## src/hdl/spi_cmd_pkg.sv

```systemverilog
package spi_cmd_pkg;

    ////////////////////////////////////////////////////////////
    // frame capture and response
    ////////////////////////////////////////////////////////////
    localparam int FRAME_BITS  = 440;              // 55 bytes of MOSI history
    localparam int FRAME_BYTES = FRAME_BITS / 8;
    localparam int LEN_BITS    = 11;               // byte count width
    localparam int RESP_BITS   = 48;               // status, addr, 4 data bytes

    ////////////////////////////////////////////////////////////
    // register file
    ////////////////////////////////////////////////////////////
    localparam int REG_COUNT     = 16;
    localparam int REG_ADDR_BITS = 4;
    localparam int DATA_BITS     = 32;
    localparam int CNT_BITS      = 16;             // command and error counters

    // opcodes
    localparam logic [7:0] OP_WRITE  = 8'h01;
    localparam logic [7:0] OP_READ   = 8'h02;
    localparam logic [7:0] OP_ADD    = 8'h03;
    localparam logic [7:0] OP_STATUS = 8'h0F;

    // frame length of each opcode, in bytes
    localparam logic [LEN_BITS-1:0] LEN_WRITE  = 11'd6;
    localparam logic [LEN_BITS-1:0] LEN_READ   = 11'd2;
    localparam logic [LEN_BITS-1:0] LEN_ADD    = 11'd6;
    localparam logic [LEN_BITS-1:0] LEN_STATUS = 11'd1;

    // status codes
    localparam logic [7:0] ST_OK       = 8'h00;
    localparam logic [7:0] ST_BAD_LEN  = 8'hE1;
    localparam logic [7:0] ST_BAD_OP   = 8'hE2;
    localparam logic [7:0] ST_BAD_ADDR = 8'hE3;

endpackage

```

## src/hdl/resp_result.sv

```systemverilog
module resp_result (
    input  logic                                   clk,
    input  logic                                   nrst,
    input  logic                                   res_valid,
    input  logic [7:0]                             res_status,
    input  logic [spi_cmd_pkg::REG_ADDR_BITS-1:0]  res_addr,
    input  logic [spi_cmd_pkg::DATA_BITS-1:0]      res_data,
    output logic [spi_cmd_pkg::RESP_BITS-1:0]      resp_word
);
    import spi_cmd_pkg::*;

    logic [7:0]            addr_byte;
    logic [RESP_BITS-1:0]  next_word;

    // address goes out as a full byte
    assign addr_byte = {{(8 - REG_ADDR_BITS){1'b0}}, res_addr};

    // status first on the wire, then address, then data MSB first
    assign next_word = {res_status, addr_byte, res_data};

    ////////////////////////////////////////////////////////////
    // response holding register
    ////////////////////////////////////////////////////////////
    always_ff @(posedge clk or negedge nrst) begin
        if (!nrst) begin
            resp_word <= '0;
        end else if (res_valid) begin
            resp_word <= next_word;    // dropped frames leave this alone
        end
    end

endmodule

```

## config.mk

```make
export PLATFORM = sky130hd
export DESIGN_NAME = resp_result
export DESIGN_NICKNAME = d
export VERILOG_FILES = /design/src/hdl/spi_cmd_pkg.sv /design/src/hdl/resp_result.sv
export SDC_FILE = /design/constraint.sdc
export NUM_CORES = 1
export LEC_CHECK = 0
export ABC_AREA = 1
export BUFFER_PORTS_ARGS = -buffer_cell sky130_fd_sc_hd__clkbuf_2
export CORE_UTILIZATION = 45
export CTS_BUF_LIST = sky130_fd_sc_hd__clkbuf_8
export DETAILED_ROUTE_END_ITERATION = 6
export PLACE_DENSITY = 0.77
export SLEW_MARGIN = 15
export SYNTH_ARGS = -nofsm -noshare
export SYNTH_HDL_FRONTEND = slang
export SYNTH_SLANG_ARGS = --single-unit
```

## constraint.sdc

```tcl
create_clock -name clk -period 1.6 [get_ports clk]
set_input_delay 0 -clock clk [delete_from_list [all_inputs] [get_ports clk]]
set_output_delay 0 -clock clk [all_outputs]
set_load 0.05 [all_outputs]
```

==> qor.yml <==
synthCells: 191
antenna_found_initial: 0
die_w_um: 64.6
layout_min_cycle_time_ns: 0.955
core_area_um2: 3720
clock_sinks: 44
drive_above_1_share: 0.343
initial_core_util: 0.475
cap_viol_max_count: 0
firstDrtPassIters: 4
tns_ns: 0
rsz0062_at_grt: "no"
worst-path-buf-inv: 1
layout_setup_ws_ns: 0.645
gp_congestion: 0.665
final_cell_mix: "nand2_1, clkbuf_2, dlygate4sd3_1, dfrtp_1, nand2_2"
area_growth_pct: 55.0
final_common_cell: "nand2_1"
clock_path_buffers: 2
startpoint: "resp_word[11]"
drt_iter0_drc: 140
syn_area_um2: 1770
final_area_um2: 2740
end_kind: "primary output"
r2r_slack_ns: 0.96
cpPeakStageDelay_ns: 0.38
place_inst: 322
synth-seq-area-share: 0.624
grt_max_degree: 45
finalSetupViolations: 0
cp.required_ns: 1.60
fin_util: 0.736
htree_num_levels: 2
track_usage: 0.240
status: "completed"
r2r-start: "resp_word[25]"
synth.distinct_cells: 8
worst_path_max_delay_cell: "dfrtp_1"
reg_top3: "resp_word: 44 flops"
wl_per_cell_um: 12.0
hold_violations: 0
drc: 0
pre_cts_slack_ns: 0.748
crit_chain: "clkbuf_2"
numCtsBuffers: 5
drtAntennaViolNets: 0
dieArea_um2: 4180
holdCritPathClass: "in2reg"
leakage_nw: 1.58
start_kind: "flop"
cpLargestDelayFamily: "flip-flops"
crit_type: "reg2out"
insertion_delay_ns: 0.29
grt-ovfl-total: 0
post_cts_buffers: 0
grt_pass1_vias: 1715
nets: 373
worst_slew_pin_slew_ns: 0.593
wl_mm: 4.48
arrival_ns: 0.95
dp_hpwl_mm: 2.57
period_share: 0.597
largest_register: "resp_word"
yosysWarnings: 0
root_buffer: "clkbuf_8"
slew_headroom: 0.604
min_from: "res_valid"
grt_pass1_wl_mm: 7.45
n_antenna_cell: 0
rows: 22
placed_area_um2: 2190
die_y_um: 64.6
io_buffers: 90
path_clk_slew_ns: 0.08
synth-seq-cells: 44
synth.avg_cell_area_um2: 9.24
finalClockSkew_ns: 0
avgViaCountPerCell: 4.51
cts_tree: "yes"
num_vias: 1690
post_layout_nonfiller_instances: 375
irDropWorstVdd_uv: 664
ios: 95
finalMaxSlewViolations: 0
clock.fmax_mhz: 1050
power-per-cell-area_nw_per_um2: 1010
largest_reg_flops: 44
cp_max_fo: 2
==> final timing paths <==
check	endpoint	cells past startpoint
setup / recovery	resp_word[11]	1
hold / removal	resp_word[27]	3
setup reg to reg	resp_word[25]	2
hold reg to reg	resp_word[46]	2
max in group asynchronous	resp_word[33]	3
min in group asynchronous	resp_word[15]	2
==> cells in the mapped netlist <==
library cell,number,share of area
conb_1,1,0.0021
inv_8,1,0.0064
nand2_2,10,0.035
buf_12,1,0.011
buf_6,5,0.032
buf_4,7,0.030
dfrtp_1,44,0.62
nand2_1,122,0.26
==> per-stage QoR <==
| stage | hold WS [ns] | total power [W] |
|---|---|---|
| 2_1_floorplan | -0.296 | 0.00181 |
| 3_3_place_gp | 0.0359 | 0.00198 |
| 4_1_cts | 0.173 | 0.00278 |
| 6_report | 0.182 | 0.00276 |
| 3_5_place_dp | 0.0306 | 0.00200 |
| 5_1_grt | 0.237 | 0.00290 |
==> power breakdown <==
part           internal, W  total (W)  switching [W]
clock             0.000344   0.000699       0.000355
combinational     0.000230   0.000793       0.000562
sequential         0.00121    0.00127      0.0000606
==> kinds of logic (layout without fill, tap and decap cells) <==
family	after synthesis	after routing	share of synthesized area
other cells	1	4	0.00212
simple gates	132	132	0.295
flops	44	44	0.624
buf+inv	14	147	0.0794
==> per-layer routing <==
| layer | track usage | vias up | part of all wire |
|---|---|---|---|
| met5 | 0 | - | 0 |
| met4 | 0.100 | 0 | 0.027 |
| met3 | 0.0599 | 14 | 0.055 |
| met2 | 0.428 | 75 | 0.51 |
| met1 | 0.273 | 771 | 0.41 |
| li1 | - | 830 | - |
==> timing repair <==
| action | CTS | global route |
|---|---|---|
| gates resized for setup | 0 | 0 |
| hold endpoints to repair | 66 | 0 |
| hold buffers | 45 | 0 |
==> cell type report <==
cell class	instances	area, um2
Sequential cell	44	1100
Timing Repair Buffer	138	936
Inverter	1	11.3
Multi-Input combinational cell	136	536
Tap cell	48	60.1
Fill cell	270	980
Clock inverter	2	10.0
Clock buffer	6	82.6
Note: power is estimated with default switching activity, not from simulation.
