[src/hdl/spi_cmd_pkg.sv]
package spi_cmd_pkg;

    ////////////////////////////////////////////////////////////
    // frame capture and response
    ////////////////////////////////////////////////////////////
    localparam int FRAME_BITS  = 440;              // 55 bytes of MOSI history
    localparam int FRAME_BYTES = FRAME_BITS / 8;
    localparam int LEN_BITS    = 11;               // byte count width
    localparam int RESP_BITS   = 48;               // status, addr, 4 data bytes

    ////////////////////////////////////////////////////////////
    // register file
    ////////////////////////////////////////////////////////////
    localparam int REG_COUNT     = 16;
    localparam int REG_ADDR_BITS = 4;
    localparam int DATA_BITS     = 32;
    localparam int CNT_BITS      = 16;             // command and error counters

    // opcodes
    localparam logic [7:0] OP_WRITE  = 8'h01;
    localparam logic [7:0] OP_READ   = 8'h02;
    localparam logic [7:0] OP_ADD    = 8'h03;
    localparam logic [7:0] OP_STATUS = 8'h0F;

    // frame length of each opcode, in bytes
    localparam logic [LEN_BITS-1:0] LEN_WRITE  = 11'd6;
    localparam logic [LEN_BITS-1:0] LEN_READ   = 11'd2;
    localparam logic [LEN_BITS-1:0] LEN_ADD    = 11'd6;
    localparam logic [LEN_BITS-1:0] LEN_STATUS = 11'd1;

    // status codes
    localparam logic [7:0] ST_OK       = 8'h00;
    localparam logic [7:0] ST_BAD_LEN  = 8'hE1;
    localparam logic [7:0] ST_BAD_OP   = 8'hE2;
    localparam logic [7:0] ST_BAD_ADDR = 8'hE3;

endpackage

[src/hdl/reg_execute.sv]
module reg_execute (
    input  logic                                   clk,
    input  logic                                   nrst,
    input  logic                                   cmd_valid,
    input  logic [7:0]                             cmd_op,
    input  logic [spi_cmd_pkg::REG_ADDR_BITS-1:0]  cmd_addr,
    input  logic [spi_cmd_pkg::DATA_BITS-1:0]      cmd_data,
    input  logic [7:0]                             cmd_status,
    output logic                                   res_valid,
    output logic [7:0]                             res_status,
    output logic [spi_cmd_pkg::REG_ADDR_BITS-1:0]  res_addr,
    output logic [spi_cmd_pkg::DATA_BITS-1:0]      res_data
);
    import spi_cmd_pkg::*;

    logic [DATA_BITS-1:0]  regs [REG_COUNT];
    logic [CNT_BITS-1:0]   cmd_cnt;     // all whole-byte commands
    logic [CNT_BITS-1:0]   err_cnt;     // commands that failed decode
    logic                  cmd_ok;
    logic                  do_store;
    logic [DATA_BITS-1:0]  cur_val;
    logic [DATA_BITS-1:0]  new_val;

    assign cmd_ok  = (cmd_status == ST_OK);
    assign cur_val = regs[cmd_addr];

    ////////////////////////////////////////////////////////////
    // command result
    ////////////////////////////////////////////////////////////
    always_comb begin
        new_val  = '0;
        do_store = 1'b0;
        case (cmd_op)
            OP_WRITE: begin
                new_val  = cmd_data;
                do_store = cmd_ok;
            end
            OP_ADD: begin
                new_val  = cur_val + cmd_data;     // wraps at 2^32
                do_store = cmd_ok;
            end
            OP_READ:   new_val = cur_val;
            OP_STATUS: new_val = {cmd_cnt, err_cnt};  // counts before this command
            default:   new_val = '0;
        endcase

        if (!cmd_ok) begin
            new_val = '0;
        end
    end

    ////////////////////////////////////////////////////////////
    // register file and counters
    ////////////////////////////////////////////////////////////
    always_ff @(posedge clk or negedge nrst) begin
        if (!nrst) begin
            res_valid <= 1'b0;
            cmd_cnt   <= '0;
            err_cnt   <= '0;
            regs      <= '{default: '0};
        end else begin
            res_valid <= cmd_valid;
            if (cmd_valid) begin
                cmd_cnt <= cmd_cnt + 1'b1;
                if (!cmd_ok) begin
                    err_cnt <= err_cnt + 1'b1;
                end
                if (do_store) begin
                    regs[cmd_addr] <= new_val;
                end
            end
        end
    end

    always_ff @(posedge clk) begin
        if (cmd_valid) begin
            res_status <= cmd_status;
            res_addr   <= cmd_addr;
            res_data   <= new_val;    // new value for WRITE and ADD
        end
    end

endmodule

[config.mk]
export PLATFORM = sky130hd
export DESIGN_NAME = reg_execute
export DESIGN_NICKNAME = d
export VERILOG_FILES = /design/src/hdl/spi_cmd_pkg.sv /design/src/hdl/reg_execute.sv
export SDC_FILE = /design/constraint.sdc
export NUM_CORES = 1
export LEC_CHECK = 0
export BUFFER_PORTS_ARGS = -buffer_cell sky130_fd_sc_hd__buf_2
export CAP_MARGIN = 15
export CELL_PAD_IN_SITES_DETAIL_PLACEMENT = 0
export CELL_PAD_IN_SITES_GLOBAL_PLACEMENT = 2
export CORE_MARGIN = 10
export CORE_UTILIZATION = 25
export CTS_CLUSTER_SIZE = 10
export DETAILED_ROUTE_END_ITERATION = 12
export GPL_TIMING_DRIVEN = 1
export PLACE_DENSITY = 0.55
export REMOVE_ABC_BUFFERS = 1
export SLEW_MARGIN = 0
export SYNTH_ARGS = -nofsm -noshare
export SYNTH_HDL_FRONTEND = slang
export SYNTH_SLANG_ARGS = --single-unit
export TNS_END_PERCENT = 20
[constraint.sdc]
create_clock -name clk -period 4.23 [get_ports clk]
set_clock_uncertainty 0.05 [all_clocks]
set_input_delay 0.846 -clock clk [delete_from_list [all_inputs] [get_ports clk]]
set_output_delay 0.846 -clock clk [all_outputs]
set_load 0.02 [all_outputs]
==> metrics.md <==
| Metric | Value |
|---|---|
| Status | finished with violations |
| Failing checks | negative setup slack |
| Final worst path period share | 1.04 |
| Power Internal | ~0.01 W |
| Via count | 21000 |
| Initial Util | 0.253 |
| TNS Setup | -7.03 ns |
| Peak VDD IR | 0.246 mV |
| Drc violations | 0 |
| R2r setup slk | 0.07 ns |
| Worst Hold Class | primary input to async pin |
| Gpl congestion | 0.808 |
| Area fraction of the dominant cell type after synthesis | 0.485 |
| Reg2Reg Launch Point | regs[2] |
| Dpl hpwl | ~69 mm |
| Port buffer count | between 90 and 100 |
| RSZ-0062 raised after global routing | yes |
| CTS tree | yes |
| Die Wd | 355 um |
| DR pass1 iterations | 7 |
| Root buffer cell | clkbuf_16 |
| Final Hold Fails | 0 |
| Number of synthesized flops with an enable pin | 44 |
| CTS sink cnt | roughly 590 |
| Area grow syn2layout | 29.4% |
| Post-synth top area cell | dfrtp_1 |
| H-tree levels | 3 |
| Slew @ Worst Pin | 1.00 ns |
| CP endpoint kind | register |
| Static leakage | 15.9 nW |
| Worst Path Arrival | 4.74 ns |
| Worst rel slew slack | 0.332 |
| Layout cells sized above 1 | 0.323 |
| R2r endpoint | res_data[22] |
| Worst path most repeated cell | buf_4 |
| Via density | 4.85 |
| First-pass GRT wire length | roughly 150 mm |
| Row count | 122 |
| Buf/Inv on CP | 7 |
| Max FO, Critical Path | 9 |
| Delay-heaviest family, CP | buffers and inverters |
| Drt initial violations | 1589 |
| Reg2Reg Depth | 14 |
| Die height | 355 um |
| Minimum clock period | 4.42 ns |
| Largest net degree at the start of global routing | between 90 and 100 |
| Crit path from | cmd_addr[0] |
| Total CTS buffers | between 70 and 80 |
| Antenna violations before repair | 6 |
| Critical Path, Cell by Cell | buf_16 -> buf_16 -> buf_12 -> mux4_2 -> mux4_2 -> ha_4 -> nand4_1 -> buf_4 -> a2111oi_4 -> o32ai_2 -> buf_4 -> buf_4 -> nand3_2 -> o31ai_4 -> a221oi_4 -> clkbuf_16 -> nor2_1 |
| NetSw | 0.00304 W |
| Die Area | ~0.13 mm^2 |
| Vias in the first global route | 21800 |
| Post-Synthesis Cells | 2464 |
| CP Data Required Time | 4.55 ns |
| Clock latency on the worst-skew pair | 0.63 ns |
| Post-synthesis cell type count | 81 |
| Core box area | 0.111 mm^2 |
| Clock Path Buffers | 3 |
| Top post-synthesis cells by area | dfrtp_1, mux4_2, nand2_1 |
| Seq cells post-synth | 589 |
| Syn. warnings | 0 |
| CTS clk-pin slew, worst paths | 0.06 ns |
| Worst Setup EP | res_data[22] |
| Critical Path Stages | 17 |
| Wirelength, routed | 105 mm |
| Sequential Power Share | 0.459 |
| Seq/Total Area, Yosys | 0.532 |
| Syn Area/Cell | 11.4 um^2 |
| Fin. max-slew vios | 0 |
| Sw Share | 0.237 |
| Final #Nets | 2881 |
| Power per cell area | 353 mW/mm^2 |
| IO Count | 100 |
| Remaining antenna violation count after routing | 0 |
| CP startpoint kind | primary input |
| Most common cell after layout, fill and taps aside | dfrtp_1 |
| Commonest cells after routing, fill and taps aside | dfrtp_1, nand2_1, buf_4 |
| Crit Path Category | primary input to register |
| Post-Place Setup Slack | -1.19 ns |
| Total track usage | 0.163 |
| Maxcap violations | 0 |
| Gr ovfl total | 0 |
| Final setup viols | 97 |
| Comb pwr share | 0.067 |
| Average wire per standard cell | ~24 um |
| Async SR Flop Fraction | 0.925 |
| Crit-path slowest cell | mux4_2 |
| Mapped cell area | between 0.02 and 0.03 mm^2 |
| Most used DFF post-synth | dfrtp_1 |
| Largest stage delay on the critical path | around 0.58 ns |
| Final worst slack | -0.188 ns |
| Clock Power Share | 0.474 |
| FMAX | 226 MHz |
-- layer usage --
metal,GRT usage,vias up,part of all wire
li1,-,9537,-
met1,0.231,10900,0.48
met2,0.258,445,0.46
met3,0.0248,131,0.041
met4,0.0398,4,0.021
met5,0,-,0.00026
-- flip-flops by register name (all words and copies together) (netlist names) --
signal	cells
res_addr	4
res_status	8
regs	512
res_valid	1
cmd_cnt	16
res_data	32
err_cnt	16
-- cells in the mapped netlist, types with 14 or more instances --
| master | instances |
|---|---|
| xor2_1 | 15 |
| mux4_2 | 142 |
| o21ai_1 | 26 |
| dfrtp_1 | 545 |
| buf_2 | 60 |
| clkbuf_1 | 91 |
| o21ai_0 | 258 |
| edfxtp_1 | 44 |
| inv_1 | 24 |
| a21oi_1 | 167 |
| nand2_1 | 388 |
| xnor2_1 | 32 |
| o31ai_1 | 14 |
| nand4_1 | 21 |
| mux2_2 | 83 |
| a31oi_1 | 21 |
| nor2_1 | 200 |
| ha_1 | 33 |
| a21o_1 | 15 |
| nand3_1 | 28 |
-- what timing repair did --
item,in CTS,in global routing
pin swaps,16,32
gates resized for setup,123,108
endpoints found under the setup margin,333,305
hold buffers,0,0
buffers inserted,9,20
cloned,6,5
-- final cells by class --
cell class	count	area, um^2
well taps	1488	1860
flip-flops and latches	589	15000
clock inverters	6	115
diodes	3	7.51
clock buffers	118	2150
fillers	11300	74800
repair buffers	440	4260
multi-input cells	1663	12900
inverters	25	93.8
-- power groups by stage --
| stage | clock network (W) | logic, W | registers, W |
|---|---|---|---|
| 2_1_floorplan | 0 | 0.000247 | 0.00599 |
| 3_3_place_gp | 0 | 0.000790 | 0.00598 |
| 3_5_place_dp | 0 | 0.000798 | 0.00598 |
| 4_1_cts | 0.00628 | 0.000850 | 0.00588 |
| 5_1_grt | 0.00652 | 0.000939 | 0.00589 |
| 6_report | 0.00608 | 0.000862 | 0.00588 |
-- metrics by stage --
step           utilization  area, um^2  total power (W)  hold WS [ns]  std cells
2_1_floorplan            -       27200          0.00624         0.383       2277
3_3_place_gp         0.295       32800          0.00677         0.404       4167
3_5_place_dp         0.295       32800          0.00678         0.404       4167
4_1_cts              0.322       35700           0.0130         0.266       4306
5_1_grt              0.327       36400           0.0134         0.237       4329
6_report             0.327       36400           0.0128         0.161       4332
-- worst min path at each step --
stage	from	to	slack (ns)	cells past startpoint
2_1_floorplan	regs[167]	regs[167]	0.38	2
3_3_place_gp	regs[261]	regs[261]	0.40	2
3_5_place_dp	regs[263]	regs[263]	0.40	2
4_1_cts	nrst	regs[174]	0.27	1
5_1_grt	nrst	regs[174]	0.24	1
6_report	nrst	regs[174]	0.16	1
-- cell families after synthesis --
family,synth area share
compound gates,0.122
mux,0.169
fa+ha+maj,0.0154
flops,0.532
buf+inv,0.0366
simple gates,0.111
xor+xnor,0.0146
Power figures use the tool's default switching activity.
